**src/ulpiPkg.sv**
```systemverilog
// Shared ULPI link definitions for controller states, TX CMD prefixes and RX CMD layout
// Imported by the link top, the engines and the receiver
`default_nettype none

package ulpiPkg;

    // Master controller states, also presented on the status port
    typedef enum logic [2:0] {
        START     = 3'd0, // PHY still owns the bus after reset
        IDLE      = 3'd1,
        RECV      = 3'd2,
        REG_WRITE = 3'd3,
        REG_READ  = 3'd4
    } linkStateT;

    localparam logic [1:0] TX_CMD_REG_WRITE = 2'b10; // Sits above 6-bit address
    localparam logic [1:0] TX_CMD_REG_READ  = 2'b11;

    // RX CMD byte field positions
    localparam int LINE_STATE_LSB = 0;
    localparam int LINE_STATE_MSB = 1;
    localparam int VBUS_STATE_LSB = 2;
    localparam int VBUS_STATE_MSB = 3;
    localparam int RX_EVENT_LSB   = 4;
    localparam int RX_EVENT_MSB   = 5;
    localparam int RX_ID_BIT      = 6;

    typedef enum logic [1:0] {
        EVT_NONE      = 2'b00,
        EVT_RX_ACTIVE = 2'b01,
        EVT_HOST_DISC = 2'b10,
        EVT_RX_ERROR  = 2'b11  // RxActive with RxError
    } rxEventT;

    // One per received packet, stored in the info FIFO
    typedef struct packed {
        logic        errorSeen;      // Data byte dropped on full FIFO
        logic [1:0]  lineStateAtEnd; // LineState when packet closed
        logic        reserved;
        logic [11:0] byteCount;      // Bytes seen on the bus
    } infoWordT;

endpackage

`default_nettype wire
```
**src/ulpiBusIf.sv**
```systemverilog
// One engine's view of the ULPI bus
// Link side feeds PHY inputs in and picks up the engine's dataOut and stp
`timescale 1ns/1ps
`default_nettype none

interface ulpiBusIf;
    logic       dir;     // PHY owns data bus when high
    logic       nxt;     // PHY throttle
    logic [7:0] dataIn;  // Byte from PHY
    logic [7:0] dataOut; // Byte to PHY
    logic       stp;     // End of link transfer

    modport engine (
        input  dir,
        input  nxt,
        input  dataIn,
        output dataOut,
        output stp
    );

    modport link (
        output dir,
        output nxt,
        output dataIn,
        input  dataOut,
        input  stp
    );
endinterface

`default_nettype wire

```
**src/ulpiLink.sv**
```systemverilog
// ULPI link top, arbitrates the PHY bus between write, read and receive engines
// Inout data bus is split here, the tristate lives in the board wrapper
`timescale 1ns/1ps
`default_nettype none

module ulpiLink import ulpiPkg::*; #(
    parameter int DATA_DEPTH = 16,
    parameter int INFO_DEPTH = 4
) (
    input  logic       clk_ULPI,
    input  logic       rst,
    input  logic       regWriteReq,
    input  logic       regReadReq,
    input  logic [5:0] regAddr,
    input  logic [7:0] regWriteVal,
    output logic [7:0] regReadVal,
    output logic [2:0] status,
    output logic [7:0] rxCmd,
    output logic [1:0] lineState,
    output logic [1:0] vbusState,
    output logic       rxActive,
    output logic       rxError,
    output logic       hostDisconnect,
    output logic       rxId,
    input  logic       dataRe,
    input  logic       infoRe,
    output logic [7:0] usbData,
    output infoWordT   usbInfo,
    output logic       dataFull,
    output logic       dataEmpty,
    output logic       infoFull,
    output logic       infoEmpty,
    input  logic       dir,
    input  logic       nxt,
    input  logic [7:0] dataIn,
    output logic [7:0] dataOut,
    output logic       stp,
    output logic       phyRst
);
    linkStateT state;
    logic      wrStart;
    logic      rdStart;
    logic      wrBusy;
    logic      rdBusy;
    logic      rxBusy;
    logic      isIdle;

    ulpiBusIf wrBus ();
    ulpiBusIf rdBus ();
    ulpiBusIf rxBus ();

    assign wrBus.dir    = dir; // Every engine sees the PHY inputs
    assign wrBus.nxt    = nxt;
    assign wrBus.dataIn = dataIn;
    assign rdBus.dir    = dir;
    assign rdBus.nxt    = nxt;
    assign rdBus.dataIn = dataIn;
    assign rxBus.dir    = dir;
    assign rxBus.nxt    = nxt;
    assign rxBus.dataIn = dataIn;

    // Requests only count in IDLE with the bus free, never queued
    assign isIdle  = (state == IDLE) && !dir && !rxBusy;
    assign wrStart = isIdle && regWriteReq;
    assign rdStart = isIdle && regReadReq && !regWriteReq; // Write wins

    always_ff @(posedge clk_ULPI) begin
        if (!rst) begin
            state <= START;
        end else begin
            case (state)
                START:     if (!dir) state <= IDLE; // PHY released bus
                IDLE: begin
                    if (rxBusy) state <= RECV;
                    else if (wrStart) state <= REG_WRITE;
                    else if (rdStart) state <= REG_READ;
                end
                RECV:      if (!rxBusy) state <= IDLE;
                REG_WRITE: if (!wrBusy) state <= IDLE;
                REG_READ:  if (!rdBusy) state <= IDLE;
                default:   state <= IDLE;
            endcase
        end
    end

    // Bus goes to whichever engine owns the current state
    always_comb begin
        case (state)
            REG_WRITE: begin
                dataOut = wrBus.dataOut;
                stp     = wrBus.stp;
            end
            REG_READ: begin
                dataOut = rdBus.dataOut;
                stp     = rdBus.stp;
            end
            RECV: begin
                dataOut = rxBus.dataOut;
                stp     = rxBus.stp;
            end
            default: begin
                dataOut = '0; // START and IDLE
                stp     = 1'b0;
            end
        endcase
    end

    assign status = state;
    assign phyRst = ~rst; // PHY reset is active high

    ulpiRegWrite regWrite (
        .clk_ULPI(clk_ULPI),
        .rst     (rst),
        .start   (wrStart),
        .regAddr (regAddr),
        .regVal  (regWriteVal),
        .busy    (wrBusy),
        .bus     (wrBus)
    );

    ulpiRegRead regRead (
        .clk_ULPI(clk_ULPI),
        .rst     (rst),
        .start   (rdStart),
        .regAddr (regAddr),
        .regVal  (regReadVal),
        .busy    (rdBusy),
        .bus     (rdBus)
    );

    ulpiReceiver #(
        .DATA_DEPTH(DATA_DEPTH),
        .INFO_DEPTH(INFO_DEPTH)
    ) receiver (
        .clk_ULPI      (clk_ULPI),
        .rst           (rst),
        .readAllow     (state == IDLE || state == RECV),
        .busy          (rxBusy),
        .bus           (rxBus),
        .rxCmd         (rxCmd),
        .lineState     (lineState),
        .vbusState     (vbusState),
        .rxActive      (rxActive),
        .rxError       (rxError),
        .hostDisconnect(hostDisconnect),
        .rxId          (rxId),
        .dataRe        (dataRe),
        .infoRe        (infoRe),
        .usbData       (usbData),
        .usbInfo       (usbInfo),
        .dataFull      (dataFull),
        .dataEmpty     (dataEmpty),
        .infoFull      (infoFull),
        .infoEmpty     (infoEmpty)
    );

    // Engines never overlap except a receive that starts while others idle
    assert property (@(posedge clk_ULPI) disable iff (!rst)
        (state != RECV) |-> $onehot0({wrBusy, rdBusy, rxBusy}));

endmodule

`default_nettype wire

```
**src/ulpiReceiver.sv**
```systemverilog
// ULPI receiver, decodes RX CMD status and buffers USB data and per-packet info
// Takes the bus only when the link allows it and dir rises
`timescale 1ns/1ps
`default_nettype none

module ulpiReceiver import ulpiPkg::*; #(
    parameter int DATA_DEPTH = 16,
    parameter int INFO_DEPTH = 4
) (
    input  logic       clk_ULPI,
    input  logic       rst,
    input  logic       readAllow,
    output logic       busy,
    ulpiBusIf.engine   bus,
    output logic [7:0] rxCmd,
    output logic [1:0] lineState,
    output logic [1:0] vbusState,
    output logic       rxActive,
    output logic       rxError,
    output logic       hostDisconnect,
    output logic       rxId,
    input  logic       dataRe,
    input  logic       infoRe,
    output logic [7:0] usbData,
    output infoWordT   usbInfo,
    output logic       dataFull,
    output logic       dataEmpty,
    output logic       infoFull,
    output logic       infoEmpty
);
    logic        rxBusy;
    logic        dirQ;      // dir last cycle, for edge detect
    logic [7:0]  rxCmdQ;    // Last RX CMD
    logic [11:0] byteCnt;   // Bytes in open packet
    logic        errSeen;
    logic        cmdCycle;
    logic        dataCycle;
    logic        dirFall;
    logic        endByCmd;
    logic        pktEnd;
    logic        dataPush;
    logic        infoPush;
    rxEventT     inEvent;   // Event field of incoming byte
    rxEventT     cmdEvent;  // Event field of stored RX CMD
    infoWordT    infoWord;

    assign cmdCycle  = rxBusy && bus.dir && !bus.nxt;
    assign dataCycle = rxBusy && bus.dir && bus.nxt;
    assign dirFall   = rxBusy && !bus.dir;
    assign inEvent   = rxEventT'(bus.dataIn[RX_EVENT_MSB:RX_EVENT_LSB]);
    assign endByCmd  = cmdCycle && (inEvent == EVT_NONE || inEvent == EVT_HOST_DISC);
    assign pktEnd    = (byteCnt != '0) && (endByCmd || dirFall); // RxActive cleared
    assign dataPush  = dataCycle && !dataFull;
    assign infoPush  = pktEnd && !infoFull; // Word lost if info FIFO full

    assign infoWord.errorSeen      = errSeen;
    assign infoWord.lineStateAtEnd = endByCmd ? bus.dataIn[LINE_STATE_MSB:LINE_STATE_LSB]
                                              : rxCmdQ[LINE_STATE_MSB:LINE_STATE_LSB];
    assign infoWord.reserved       = 1'b0;
    assign infoWord.byteCount      = byteCnt;

    always_ff @(posedge clk_ULPI) begin
        if (!rst) begin
            rxBusy  <= 1'b0;
            dirQ    <= 1'b0;
            rxCmdQ  <= '0;
            byteCnt <= '0;
            errSeen <= 1'b0;
        end else begin
            dirQ <= bus.dir;
            if (!rxBusy && readAllow && bus.dir && !dirQ) rxBusy <= 1'b1; // Turnaround
            else if (dirFall) rxBusy <= 1'b0;
            if (cmdCycle) rxCmdQ <= bus.dataIn;
            if (pktEnd) begin
                byteCnt <= '0;
                errSeen <= 1'b0;
            end else if (dataCycle) begin
                byteCnt <= byteCnt + 1'b1;
                if (dataFull) errSeen <= 1'b1; // Byte dropped
            end
        end
    end

    assign cmdEvent       = rxEventT'(rxCmdQ[RX_EVENT_MSB:RX_EVENT_LSB]);
    assign rxCmd          = rxCmdQ;
    assign lineState      = rxCmdQ[LINE_STATE_MSB:LINE_STATE_LSB];
    assign vbusState      = rxCmdQ[VBUS_STATE_MSB:VBUS_STATE_LSB];
    assign rxActive       = (cmdEvent == EVT_RX_ACTIVE) || (cmdEvent == EVT_RX_ERROR);
    assign rxError        = (cmdEvent == EVT_RX_ERROR);
    assign hostDisconnect = (cmdEvent == EVT_HOST_DISC);
    assign rxId           = rxCmdQ[RX_ID_BIT];
    assign busy           = rxBusy;
    assign bus.dataOut    = '0;   // Link stays off the bus while receiving
    assign bus.stp        = 1'b0; // Receive never aborted

    ulpiFifo #(
        .payloadT(logic [7:0]),
        .DEPTH   (DATA_DEPTH)
    ) dataFifo (
        .clk_ULPI(clk_ULPI),
        .rst     (rst),
        .push    (dataPush),
        .pushData(bus.dataIn),
        .pop     (dataRe && !dataEmpty),
        .popData (usbData),
        .full    (dataFull),
        .empty   (dataEmpty)
    );

    ulpiFifo #(
        .payloadT(infoWordT),
        .DEPTH   (INFO_DEPTH)
    ) infoFifo (
        .clk_ULPI(clk_ULPI),
        .rst     (rst),
        .push    (infoPush),
        .pushData(infoWord),
        .pop     (infoRe && !infoEmpty),
        .popData (usbInfo),
        .full    (infoFull),
        .empty   (infoEmpty)
    );

endmodule

`default_nettype wire

```
**src/ulpiRegRead.sv**
```systemverilog
// ULPI register-read engine, sends TX CMD and captures the byte after turnaround
// Read value is held on regVal until the next read
`timescale 1ns/1ps
`default_nettype none

module ulpiRegRead import ulpiPkg::*; (
    input  logic       clk_ULPI,
    input  logic       rst,
    input  logic       start,
    input  logic [5:0] regAddr,
    output logic [7:0] regVal,
    output logic       busy,
    ulpiBusIf.engine   bus
);
    typedef enum logic [2:0] {
        R_DONE    = 3'd0,
        R_CMD     = 3'd1, // TX CMD until nxt
        R_TURN    = 3'd2, // Wait for dir, first dir cycle is turnaround
        R_CAPTURE = 3'd3, // PHY drives register byte
        R_WAIT    = 3'd4  // Wait for PHY to release bus
    } rdStateT;

    rdStateT    state;
    logic [5:0] addrQ;

    always_ff @(posedge clk_ULPI) begin
        if (!rst) begin
            state <= R_DONE;
        end else begin
            case (state)
                R_DONE:    if (start) state <= R_CMD;
                R_CMD:     if (bus.nxt) state <= R_TURN;
                R_TURN:    if (bus.dir) state <= R_CAPTURE;
                R_CAPTURE: state <= R_WAIT;
                R_WAIT:    if (!bus.dir) state <= R_DONE;
                default:   state <= R_DONE;
            endcase
        end
    end

    always_ff @(posedge clk_ULPI) begin
        if (start && state == R_DONE) begin
            addrQ <= regAddr;
        end
        if (state == R_CAPTURE) begin
            regVal <= bus.dataIn; // Byte after turnaround
        end
    end

    assign bus.dataOut = (state == R_CMD) ? {TX_CMD_REG_READ, addrQ} : '0;
    assign bus.stp     = 1'b0; // Read is closed by the PHY dropping dir
    assign busy        = (state != R_DONE);

    // Link side must be quiet whenever the PHY owns the bus
    assert property (@(posedge clk_ULPI) disable iff (!rst)
        bus.dir |-> (bus.dataOut == '0));

endmodule

`default_nettype wire

```
**src/ulpiRegWrite.sv**
```systemverilog
// ULPI register-write engine, sends TX CMD then data byte then STP
// Started by a one-cycle pulse from the link, busy until the transfer is closed
`timescale 1ns/1ps
`default_nettype none

module ulpiRegWrite import ulpiPkg::*; (
    input  logic       clk_ULPI,
    input  logic       rst,
    input  logic       start,
    input  logic [5:0] regAddr,
    input  logic [7:0] regVal,
    output logic       busy,
    ulpiBusIf.engine   bus
);
    typedef enum logic [1:0] {
        W_DONE = 2'd0, // Waiting for start
        W_CMD  = 2'd1, // TX CMD on bus
        W_DATA = 2'd2, // Register value on bus
        W_STOP = 2'd3  // One cycle of stp
    } wrStateT;

    wrStateT    state;
    logic [5:0] addrQ;
    logic [7:0] valQ;

    always_ff @(posedge clk_ULPI) begin
        if (!rst) begin
            state <= W_DONE;
        end else begin
            case (state)
                W_DONE:  if (start) state <= W_CMD;
                W_CMD:   if (bus.nxt) state <= W_DATA; // PHY took the command
                W_DATA:  if (bus.nxt) state <= W_STOP; // PHY took the value
                W_STOP:  state <= W_DONE;
                default: state <= W_DONE;
            endcase
        end
    end

    always_ff @(posedge clk_ULPI) begin
        if (start && state == W_DONE) begin
            addrQ <= regAddr; // Hold request stable for the transfer
            valQ  <= regVal;
        end
    end

    always_comb begin
        case (state)
            W_CMD:   bus.dataOut = {TX_CMD_REG_WRITE, addrQ};
            W_DATA:  bus.dataOut = valQ;
            default: bus.dataOut = '0; // Idle bus value, also during stp
        endcase
    end

    assign bus.stp = (state == W_STOP);
    assign busy    = (state != W_DONE);

    // PHY must not turn the bus around while we close the transfer
    assert property (@(posedge clk_ULPI) disable iff (!rst) !(bus.stp && bus.dir));

endmodule

`default_nettype wire

```
**src/ulpiFifo.sv**
```systemverilog
// Synchronous FIFO with a typed payload and registered read
// popData is valid the cycle after pop, empty and full pushes or pops are ignored
`timescale 1ns/1ps
`default_nettype none

module ulpiFifo #(
    parameter type payloadT = logic [7:0],
    parameter int  DEPTH    = 16
) (
    input  logic    clk_ULPI,
    input  logic    rst,
    input  logic    push,
    input  payloadT pushData,
    input  logic    pop,
    output payloadT popData,
    output logic    full,
    output logic    empty
);
    localparam int PTR_W = $clog2(DEPTH);
    localparam int CNT_W = $clog2(DEPTH + 1);

    payloadT          mem [DEPTH];
    logic [PTR_W-1:0] wrPtr;
    logic [PTR_W-1:0] rdPtr;
    logic [CNT_W-1:0] count; // Occupancy
    logic             doPush;
    logic             doPop;

    function automatic logic [PTR_W-1:0] nextPtr(input logic [PTR_W-1:0] ptr);
        return (ptr == PTR_W'(DEPTH - 1)) ? '0 : ptr + 1'b1; // Wraps for any depth
    endfunction

    assign full   = (count == CNT_W'(DEPTH));
    assign empty  = (count == '0);
    assign doPush = push && !full;
    assign doPop  = pop && !empty;

    always_ff @(posedge clk_ULPI) begin
        if (!rst) begin
            wrPtr <= '0;
            rdPtr <= '0;
            count <= '0;
        end else begin
            if (doPush) wrPtr <= nextPtr(wrPtr);
            if (doPop) rdPtr <= nextPtr(rdPtr);
            if (doPush && !doPop) count <= count + 1'b1;
            else if (doPop && !doPush) count <= count - 1'b1;
        end
    end

    always_ff @(posedge clk_ULPI) begin
        if (doPush) mem[wrPtr] <= pushData;
        if (doPop) popData <= mem[rdPtr]; // One-cycle read latency
    end

    assert property (@(posedge clk_ULPI) disable iff (!rst) !(push && full))
        else $warning("FIFO push while full");
    assert property (@(posedge clk_ULPI) disable iff (!rst) !(pop && empty))
        else $warning("FIFO pop while empty");

endmodule

`default_nettype wire

```
**config.mk**
```make
export PLATFORM = sky130hd
export DESIGN_NAME = ulpiLink
export DESIGN_NICKNAME = d
export VERILOG_FILES = /design/src/ulpiPkg.sv /design/src/ulpiBusIf.sv /design/src/ulpiLink.sv /design/src/ulpiReceiver.sv /design/src/ulpiRegRead.sv /design/src/ulpiRegWrite.sv /design/src/ulpiFifo.sv
export SDC_FILE = /design/constraint.sdc
export NUM_CORES = 1
export LEC_CHECK = 0
export BUFFER_PORTS_ARGS = -buffer_cell sky130_fd_sc_hd__buf_2
export CELL_PAD_IN_SITES_DETAIL_PLACEMENT = 0
export CELL_PAD_IN_SITES_GLOBAL_PLACEMENT = 1
export CORE_MARGIN = 1.5
export CORE_UTILIZATION = 40
export DETAILED_ROUTE_END_ITERATION = 6
export PLACE_DENSITY_LB_ADDON = 0.12
export SLEW_MARGIN = 25
export SYNTH_ARGS = -nofsm -noshare
export SYNTH_HDL_FRONTEND = slang
export SYNTH_SLANG_ARGS = --single-unit
```
**constraint.sdc**
```tcl
create_clock -name clk_ULPI -period 7.7 [get_ports clk_ULPI]
set_input_delay 1.155 -clock clk_ULPI [delete_from_list [all_inputs] [get_ports clk_ULPI]]
set_output_delay 1.155 -clock clk_ULPI [all_outputs]
set_load 0.05 [all_outputs]
```
==> key figures, run 1 <==
Power and ir drop
  • VDD IR max: around 0.22 mV
  • Pwr per Cell Area: 313.5 mW/mm^2
  • Static leakage: 4.474 nW

Placed design
  • GPL Wtd Cong: 0.7761
  • Dpl hpwl: 16,210 um
  • Placed Instances: 1,156
  • Port Buf Inserts: 93

Yosys
  • Post-Syn Area: 0.01155 mm^2
  • Primary FF master, synth: edfxtp_1
  • Mux share of post-synthesis cell area: 10.66%
  • Yosys reg bits: 290
  • Synth area leaders: edfxtp_1 (62%), mux4_2 (9.2%), dfxtp_1 (8.8%), ha_1 (2.4%), nor2_1 (1.9%)
  • Yosys cell types: 56
  • Post-synthesis compound-gate area fraction: 4.604%
  • Mapped Nets: 769
  • Post-synth top area share: 62.14%
  • Area leader, netlist: edfxtp_1
  • Synth warnings: 0
  • Synth Area in XOR/XNOR: 1.289%
  • Synth Area in Adders: 2.730%
  • Number of synthesized flops with an enable pin: 239
  • Ys async rst share: 0%
  • Cell count after synthesis: 715
  • Largest family of logic cells by synthesized area: multiplexers
  • Mean post-synth cell area: 16.15 um^2
  • Post-Synth Simple-Gate Area: 7.258%
  • Sequential area share after synthesis: 70.98%

STA
  • Relative slew slack: 32.30%
  • Final hold violation count: 0
  • Crit path time final: between 3000 and 4000 ps
  • Unrepaired setup endpoints after global routing: no
  • WHS: 477.9 ps
  • Slew @ Worst Pin: 1008 ps
  • Final TNS setup: 0 ps
  • Fin. max-slew vios: 0
  • Peak Freq: 268.0 MHz
  • Final Skew: ~17 ps
  • Count of final setup violators: 0
  • Final period util: 48.46%

Critical path
  • Crit path capture type: output port
  • Critical path buffers and inverters: 1
  • Crit path kind: reg -> out
  • Worst Setup Start Kind: register
  • Register-to-register setup slack: 4490 ps
  • Crit-path cells: nor2_1 > nand2_1 > nor4b_2 > nand2_1 > o21ai_0 > buf_2
  • Worst path top cell family by delay: simple AND/OR/NAND/NOR gates
  • Critical path depth: 6
  • Crit-path most repeated cell: nand2_1
  • Highest net fanout along the worst path: 11
  • Slowest CP cell: nor4b_2
  • Worst path max stage delay: between 700 and 800 ps
  • R2R cell count: 9
  • WP data required: 6550 ps
  • Worst endpoint data arrival time: 2580 ps

Floorplanning
  • IO Pins: 95
  • Die Width: 172.9 um
  • Core Area: 0.02855 mm^2
  • Die ar.: 0.02990 mm^2
  • Die height: 172.9 um
  • Site Rows: 62
  • Initial core utilization: 40.46%

CTS
  • Hold buffers post-CTS: 0
  • TritonCTS Buffers: 31
  • H-tree depth: 1
  • Longest Clk Path Bufs: 3
  • Root Driver: clkbuf_16
  • Clock sinks: 290
  • # Post-CTS Setup Buffers: 0
  • CTS tree: yes
  • Clock transition at the registers of the reported paths: 60 ps
  • Cts repair resizes: 0
  • Worst skew pair latency: 560 ps

Route
  • WL final: around 24,000 um
  • Vias after detailed routing: roughly 6,200
  • Via density per instance: roughly 5.1
  • Final ANT Viol Nets: 0
  • Detailed Routing Iterations Pass 1: 4
  • WL/cell: 19.97 um
  • Detailed router's first-iteration violation count: 512
  • DRC viols: 0

Finish
  • Post-layout util: between 40% and 50%
  • # diodes: 0
  • Layout cells sized above 1: 24.37%
  • Post-Layout Cell Count: 1,213
  • Fin nets: 859
  • Layout fillers: 2,510
  • Area Growth Syn to Fin: 15.68%

Global route
  • Largest net degree at the start of global routing: 37
  • GRT Util Overall: 16.32%
  • First-pass GRT wire length: 37,460 um
  • Initial antenna violation count: 0
  • Vias in the first global route: 6,525
  • Total congestion overflow: 0

Hold path
  • Hold Crit Class: reg -> reg
  • WHS Path Cells: 2

Status
  • Run status: finished clean

Job
  • Max capacitance violation total: 0
## layout make-up
class / instances / area, um^2 / area share [%]
Clock inverter: 13 / 177.7 / 1.330
Timing Repair Buffer: 98 / 503.0 / 3.765
Clock buffer: 44 / 844.6 / 6.321
Tap cell: 384 / 480.5 / 3.596
Multi-Input combinational cell: 365 / 3084 / 23.08
Sequential cell: 290 / 8199 / 61.37
Inverter: 19 / 71.32 / 0.5338
## stage by stage
| step | instance area [um^2] | total power [mW] | setup WS, ps |
|---|---|---|---|
| 2_1_floorplan | 11550 | 2.543 | 4130 |
| 5_1_grt | 13360 | 4.372 | 3716 |
| 3_3_place_gp | 12320 | 2.744 | 3769 |
| 4_1_cts | 13350 | 4.247 | 3927 |
| 6_report | 13360 | 4.188 | 3969 |
| 3_5_place_dp | 12320 | 2.760 | 3659 |
## worst paths after layout
check	from	endpoint
max	status[1]$_SDFFE_PN0P_	dataOut[2]
min	receiver.rxCmd[7]$_SDFFE_PN0N_	receiver.rxCmd[7]$_SDFFE_PN0N_
min reg2reg	receiver.rxCmd[7]$_SDFFE_PN0N_	receiver.rxCmd[7]$_SDFFE_PN0N_
max reg2reg	receiver.busy$_SDFFE_PN0P_	receiver.dataFifo.count[4]$_SDFFE_PN0P_
## synthesized netlist by cell type (all sizes together), types with 2 or more instances
cell type	count
dfxtp	51
a211oi	10
inv	19
nor4b	2
nor3	11
mux2	2
nand2	45
and2	7
mux2i	15
edfxtp	239
nor2	59
o31ai	3
buf	25
a22oi	6
or4	2
xnor2	5
o21ai	12
clkbuf	16
or3	5
mux4	47
nand2b	8
a31oi	2
ha	22
nor2b	13
a311oi	3
fa	2
a21o	2
and3	5
xor2	12
nand4	3
nor4	2
nand3	8
a21oi	36
## where the power goes
part	internal [mW]	total (mW)	switching, mW
Combinational	0.317	0.868	0.551
Clock	0.896	1.48	0.580
Sequential	1.79	1.84	0.0492
## registers in the layout, summed over array words and instances, names as in the netlist, 2 cells and up
register and cells:
receiver.dataFifo.count 5, receiver.dataFifo.wrPtr 4, regRead.state 3, regRead.regVal 8
receiver.infoFifo.rdPtr 2, receiver.dataFifo.rdPtr 4, status 3, receiver.infoFifo.wrPtr 2
receiver.infoFifo.popData 15, regWrite.addrQ 6, receiver.byteCnt 12, receiver.dataFifo.mem 128
regWrite.valQ 8, receiver.infoFifo.mem 60, receiver.dataFifo.popData 8, receiver.infoFifo.count 3
receiver.rxCmd 8, regWrite.state 2, regRead.addrQ 6
## cell usage in the layout, fill, tap and decap left out, types with 13 or more instances in the layout
| master | count |
|---|---|
| clkbuf_16 | 31 |
| inv_1 | 19 |
| ha_1 | 22 |
| dfxtp_1 | 50 |
| buf_2 | 93 |
| mux4_2 | 47 |
| nor2b_1 | 13 |
| nor2_1 | 58 |
| a21oi_1 | 36 |
| nand2_1 | 44 |
| mux2i_1 | 15 |
| edfxtp_1 | 239 |
## worst min-delay path: cells and delay by family, from the launching register on
family / cells / cell delay (ps)
AO/OA/AOI/OAI: 1 / 50
AND/OR/NAND/NOR: 1 / 60
flip-flops: 1 / 320
## kinds of logic (layout without fill, tap and decap cells)
kind of cell / after synthesis / in the layout
AOI/OAI and AO/OA: 84 / 84
xor gates and xnor gates: 17 / 17
adders and majority gates: 24 / 24
buffers and inverters: 60 / 174
DFF: 290 / 290
muxes: 64 / 64
other: 1 / 1
and+or+nand+nor: 175 / 175
## per-layer routing
metal	part of all wire [%]	global-route usage [%]	wire (um)	up-vias
met4	2.0	4.746	475	0
met3	4.6	2.946	1120	31
met1	41	19.70	9942	3144
li1	-	-	-	2901
met5	0	0	0	-
met2	52	29.81	12680	130
(Power assumes the default switching activity.)
==> run 2, diff against run 1 <==
==> constraint.sdc (replaced) <==
create_clock -name clk_ULPI -period 3.46 [get_ports clk_ULPI]
set_input_delay 0.519 -clock clk_ULPI [delete_from_list [all_inputs] [get_ports clk_ULPI]]
set_output_delay 0.519 -clock clk_ULPI [all_outputs]
set_load 0.05 [all_outputs]
==> key figures, run 2 (synthesis gave the netlist of run 1 again) <==
Power and ir drop
  • VDD IR max: 0.4297 mV (+100%)
  • Cell Int Power: 6.452 mW (+110%)
  • Sequential power share: 46.0% (+2.0 points)
  • Pwr Total: 9.054 mW (+120%)
  • Clock power frac: 33.4% (-1.9 points)
  • Comb pwr share: 20.6% (about the same)
  • Pwr per Cell Area: 673.0 mW/mm^2 (+110%)
  • Sw frac: 28.74% (+0.55 points)
  • Net Switching: 2.602 mW (+120%)
  • Static leakage: 4.557 nW (+1.8%)

Hold path
  • Hold Crit Class: in -> reg
  • WHS Path Cells: 1 (-1)
  • Worst Hold Launch: regWriteVal[3]

CTS
  • # Post-CTS Setup Buffers: 0 (unchanged)
  • Clock sinks: 290 (unchanged)
  • Clock transition at the registers of the reported paths: 60 ps (about the same)
  • Root Driver: clkbuf_16
  • Hold buffers post-CTS: 0 (unchanged)
  • Cts repair resizes: 0 (unchanged)
  • Worst skew pair latency: 560 ps (about the same)
  • CTS tree: yes
  • H-tree depth: 1 (unchanged)
  • Longest Clk Path Bufs: 3 (unchanged)
  • TritonCTS Buffers: 30 (-3.2%)

Placed design
  • GPL Wtd Cong: 0.7425 (-4.3%)
  • Placed Area: 0.01252 mm^2 (+1.6%)
  • Dpl hpwl: 16,380 um (+1.0%)
  • Port Buf Inserts: 93 (unchanged)

Critical path
  • Worst path top cell family by delay: simple AND/OR/NAND/NOR gates
  • Slowest CP cell: nor4b_2
  • R2R cell count: 9 (unchanged)
  • Worst endpoint data arrival time: 2570 ps (about the same)
  • Crit path capture type: output port
  • WP data required: 2940 ps (-3610 ps)
  • Crit. Startpoint: status[1]$_SDFFE_PN0P_
  • Crit-path most repeated cell: nand2_1
  • Critical path buffers and inverters: 1 (unchanged)
  • Critical path depth: 6 (unchanged)
  • Worst Setup Start Kind: register
  • Critical R2R Launch: receiver.dataFifo.count[0]$_SDFFE_PN0P_
  • Crit path kind: reg -> out
  • Highest net fanout along the worst path: 11 (unchanged)
  • Worst path max stage delay: 790 ps (about the same)
  • Crit-path cells: nor2_1 > nand2_1 > nor4b_2 > nand2_1 > o21ai_0 > buf_2

STA
  • Final hold violation count: 0 (unchanged)
  • Crit path time final: 3084 ps
  • Unrepaired setup endpoints after global routing: no
  • Slew @ Worst Pin: 931.2 ps (-76.58 ps)
  • Peak Freq: about 320 MHz
  • Count of final setup violators: 0 (unchanged)
  • Final TNS setup: 0 ps (unchanged)
  • Fin. max-slew vios: 0 (unchanged)
  • Final period util: 89.13%
  • Relative slew slack: 37.76% (+5.5 points)
  • Final Skew: 18.60 ps (+1.615 ps)

Floorplanning
  • IO Pins: 95 (unchanged)
  • Die height: 172.9 um (unchanged)
  • Die ar.: 0.02990 mm^2 (unchanged)
  • Die Width: 172.9 um (unchanged)
  • Core Area: 0.02855 mm^2 (unchanged)
  • Site Rows: 62 (unchanged)
  • Initial core utilization: 40.46% (unchanged)

Global route
  • Total congestion overflow: 0 (unchanged)
  • Initial antenna violation count: 2 (+2)
  • First-pass GRT wire length: 38,630 um (+3.1%)
  • Largest net degree at the start of global routing: 33 (-11%)
  • GRT Util Overall: 16.87% (+0.55 points)
  • Vias in the first global route: 6,578 (+0.81%)

Route
  • Final ANT Viol Nets: 0 (unchanged)
  • DRC viols: 0 (unchanged)
  • Detailed Routing Iterations Pass 1: 4 (unchanged)
  • Vias after detailed routing: 6,290 (+1.4%)
  • Via density per instance: 5.081 (-0.69%)
  • Detailed router's first-iteration violation count: 346 (-32%)
  • WL final: 24,940 um (+3.0%)
  • WL/cell: 20.15 um (+0.91%)

Finish
  • Area Growth Syn to Fin: 16.49%
  • Fin nets: 884 (+2.9%)
  • Commonest non-fill, non-tap cells in the layout: edfxtp_1 (239), buf_2 (93), nor2_1 (58)
  • Design area: 0.01345 mm^2 (+0.70%)
  • Max reg flops: 128 (unchanged)
  • Most common cell after layout, fill and taps aside: edfxtp_1
  • Regs by FF count: receiver.dataFifo.mem (128), receiver.infoFifo.mem (60), receiver.infoFifo.popData (15)
  • Largest reg by FF count: receiver.dataFifo.mem
  • Layout cells sized above 1: 25.70% (+1.3 points)

Status
  • Run status: finished clean

Job
  • Max capacitance violation total: 0 (unchanged)
run 2: changes by cell type in the layout (fill, tap and decap cells not counted), sizes merged:
cell	delta
clkinvlp	-1
clkinv	+7
buf	+26
diode	+2
clkbuf	-5
inv	-2
bufinv	-2
run 2: final cells by class:
class	count	area (um^2)
fill	2521	15090
timing repair buffer	124	698.2
tap	384	480.5
multi-input combinational	365	3069
antenna	2	5.005
clock inverter	15	146.4
clock buffer	39	784.5
inverter	19	71.32
sequential	290	8199
run 2: worst paths after layout:
path / to / slack [ps]
max: dataOut[0] / 380
min: regWrite.valQ[3]$_DFFE_PP_ / 150
max reg2reg: receiver.dataFifo.count[4]$_SDFFE_PN0P_ / 720
min reg2reg: receiver.rxCmd[7]$_SDFFE_PN0N_ / 490
run 2: power groups by stage:
stage	sequential, mW	combinational [mW]	clock [mW]
detailed placement	4.24	1.89	0
floorplan	4.45	1.21	0
finish	4.16	1.86	3.03
global placement	4.23	1.86	0
CTS	4.17	1.90	3.11
global route	4.19	2.02	3.24
run 2: worst register-to-register path, stage by stage (launching register included):
cell	delay, ps
dfxtp_1	350
or4_1	580
o21ai_2	270
ha_1	260
inv_1	110
ha_1	330
a21o_1	180
a21oi_1	160
mux2i_1	230
mux2i_1	200
run 2: layer usage:
metal | share of wire (%) | global-route usage (%) | wire length, um | up-vias
li1 | - | - | - | 2947
met1 | 42 | 21.33 | 10490 | 3190
met2 | 52 | 30.34 | 12950 | 119
met5 | 0 | 0 | 0 | -
met3 | 4.0 | 2.507 | 994 | 34
met4 | 2.0 | 4.420 | 508 | 0
run 2: per-stage QoR:
stage	instances	hold slack [ps]	setup WS, ps	util (%)
after global placement	1182	479.1	747.0	43.85
after global routing	1236	123.0	118.1	47.11
final	1238	145.5	375.9	47.13
after detailed placement	1182	489.2	706.3	43.85
after floorplan	715	460.9	437.7	-
after CTS	1236	120.1	389.0	47.11
==> run 3, diff against run 2 <==
--- a/config.mk
+++ b/config.mk
@@ -9,7 +9,7 @@
 export CELL_PAD_IN_SITES_DETAIL_PLACEMENT = 0
 export CELL_PAD_IN_SITES_GLOBAL_PLACEMENT = 1
 export CORE_MARGIN = 1.5
-export CORE_UTILIZATION = 40
+export CORE_UTILIZATION = 50
 export DETAILED_ROUTE_END_ITERATION = 6
 export PLACE_DENSITY_LB_ADDON = 0.12
 export SLEW_MARGIN = 25
==> key figures, run 3 (synthesis gave the netlist of run 1 again) <==
Route
  • Vias after detailed routing: 6,290 (unchanged)
  • WL final: 23,210 um (-6.9%)
  • Final ANT Viol Nets: 0 (unchanged)
  • Via density per instance: 5.566 (+9.6%)
  • Detailed Routing Iterations Pass 1: 4 (unchanged)
  • Detailed router's first-iteration violation count: 342 (-1.2%)
  • DRC viols: 0 (unchanged)
  • WL/cell: 20.54 um (+2.0%)

Placed design
  • Dpl hpwl: 14,900 um (-9.0%)
  • GPL Wtd Cong: 0.8407 (+13%)
  • Port Buf Inserts: 93 (unchanged)
  • Placed Area: 0.01234 mm^2 (-1.4%)
  • Dpl ws: 657.3 ps (-48.97 ps)

Hold path
  • Worst Hold Launch: regWriteVal[2]
  • Hold Crit Class: in -> reg

Job
  • Max capacitance violation total: 0 (unchanged)

Floorplanning
  • Core Area: 0.02264 mm^2 (-21%)
  • Initial core utilization: 51.01% (+11 points)
  • Die height: 155.0 um (-10%)
  • IO Pins: 95 (unchanged)
  • Die ar.: 0.02402 mm^2 (-20%)
  • Die Width: 155.0 um (-10%)
  • Site Rows: 55 (-11%)

Finish
  • Fin nets: 875 (-1.0%)
  • Layout fillers: 1,699 (-33%)
  • Layout cells sized above 1: 26.04% (+0.33 points)
  • Commonest non-fill, non-tap cells in the layout: edfxtp_1 (239), buf_2 (93), nor2_1 (58)
  • Most common cell after layout, fill and taps aside: edfxtp_1
  • # diodes: 0 (-2)
  • Design area: 0.01337 mm^2 (-0.61%)
  • Regs by FF count: receiver.dataFifo.mem (128), receiver.infoFifo.mem (60), receiver.infoFifo.popData (15)
  • Max reg flops: 128 (unchanged)
  • Area Growth Syn to Fin: 15.77%
  • Largest reg by FF count: receiver.dataFifo.mem

Global route
  • Most Crowded Layer GR: met2
  • Initial antenna violation count: 0 (-2)
  • Total congestion overflow: 0 (unchanged)
  • Largest net degree at the start of global routing: 36 (+9.1%)
  • First-pass GRT wire length: 36,430 um (-5.7%)
  • M1 GR Usage: 25.54% (+4.2 points)
  • Vias in the first global route: 6,591 (+0.20%)
  • GRT Util Overall: 19.90% (+3.0 points)
  • Met2 usage: 35.21% (+4.9 points)
  • Met3 track demand over resource: 3.008% (+0.50 points)

Power and ir drop
  • VDD IR max: 0.5036 mV (+17%)
  • Pwr per Cell Area: 698.2 mW/mm^2 (+3.7%)
  • Pwr Total: 9.336 mW (+3.1%)
  • Static leakage: 4.570 nW (+0.29%)

STA
  • Final Skew: 7.501 ps (-11.10 ps)
  • Count of final setup violators: 0 (unchanged)
  • WHS: 146.8 ps (+1.261 ps)
  • Slew @ Worst Pin: 926.4 ps (-4.757 ps)
  • Final worst slack: 338.5 ps (-37.47 ps)
  • Crit path time final: 3122 ps (+37.47 ps)
  • Final period util: 90.22% (+1.1 points)
  • Final hold violation count: 0 (unchanged)
  • Fin. max-slew vios: 0 (unchanged)
  • Relative slew slack: 38.16% (+0.40 points)
  • Unrepaired setup endpoints after global routing: no
  • Peak Freq: 320.4 MHz (-1.2%)
  • Final TNS setup: 0 ps (unchanged)

Critical path
  • FF-to-FF End: receiver.dataFifo.count[4]$_SDFFE_PN0P_
  • Worst Setup Start Kind: register
  • R2R cell count: 9 (unchanged)
  • Crit path kind: reg -> out
  • Crit. Startpoint: status[1]$_SDFFE_PN0P_
  • Critical R2R Launch: receiver.dataFifo.count[0]$_SDFFE_PN0P_
  • Register-to-register setup slack: 680 ps (-40 ps)
  • Worst Setup EP: dataOut[1]
  • Worst endpoint data arrival time: 2600 ps (+30 ps)
  • WP data required: 2940 ps (about the same)
  • Highest net fanout along the worst path: 11 (unchanged)
  • Crit path capture type: output port

CTS
  • Longest Clk Path Bufs: 3 (unchanged)
  • TritonCTS Buffers: 30 (unchanged)
  • Cts repair resizes: 0 (unchanged)
  • Clock sinks: 290 (unchanged)
  • Root Driver: clkbuf_16
  • Worst skew pair latency: 550 ps (about the same)
  • # Post-CTS Setup Buffers: 0 (unchanged)
  • H-tree depth: 1 (unchanged)
  • Clock transition at the registers of the reported paths: 60 ps (about the same)
  • CTS tree: yes
  • Hold buffers post-CTS: 0 (unchanged)

Status
  • Run status: finished clean
## run 3: cell count changes in the layout (fill, tap and decap cells not counted), sizes merged, moves of 2 or more
| cell | before | now |
|---|---|---|
| diode | 2 | 0 |
| clkbuf | 39 | 34 |
| bufinv | 2 | 5 |
| buf | 124 | 115 |
| clkinv | 13 | 15 |
## run 3: cell type report
type / instances / area (um^2) / area share, %
clock buffer: 34 / 797.0 / 5.960
multi-input combinational: 365 / 3069 / 22.95
inverter: 19 / 71.32 / 0.5334
tap: 285 / 356.6 / 2.667
sequential: 290 / 8200 / 61.33
clock inverter: 22 / 234.0 / 1.750
timing repair buffer: 115 / 643.1 / 4.810
## run 3: worst min path at each step
| stage | end | slack, ps | depth (start not counted) |
|---|---|---|---|
| 3_3_place_gp | receiver.rxCmd[7]$_SDFFE_PN0N_ | 470 | 2 |
| 2_1_floorplan | receiver.infoFifo.mem[0][14]$_DFFE_PP_ | 460 | 0 |
| 6_report | regWrite.valQ[2]$_DFFE_PP_ | 150 | 1 |
| 5_1_grt | regWrite.valQ[3]$_DFFE_PP_ | 130 | 1 |
| 4_1_cts | regWrite.valQ[2]$_DFFE_PP_ | 130 | 1 |
| 3_5_place_dp | receiver.rxCmd[7]$_SDFFE_PN0N_ | 470 | 2 |
## run 3: layer usage
layer	share of wire (%)	wire length, um
met5	0	0
met3	3.5	806
met1	43	9991
met2	51	11800
met4	2.7	619
## run 3: worst max-delay path: stages, from the launching register on
cell and delay, ps:
dfxtp_1 430, nor2_1 190, nand2_1 120, nor4b_2 780, nand2_1 130, o21ai_0 110, buf_2 290
## run 3: power breakdown
group | switching [mW] | total (mW) | internal, mW
clock network | 1.29 | 3.31 | 2.02
registers | 0.196 | 4.19 | 3.99
logic | 1.12 | 1.83 | 0.718
total | 2.61 | 9.34 | 6.73
## run 3: per-stage QoR
step	instances	utilization, %
2_1_floorplan	715	-
3_3_place_gp	1074	54.51
3_5_place_dp	1074	54.51
4_1_cts	1130	59.06
5_1_grt	1130	59.06
6_report	1130	59.06
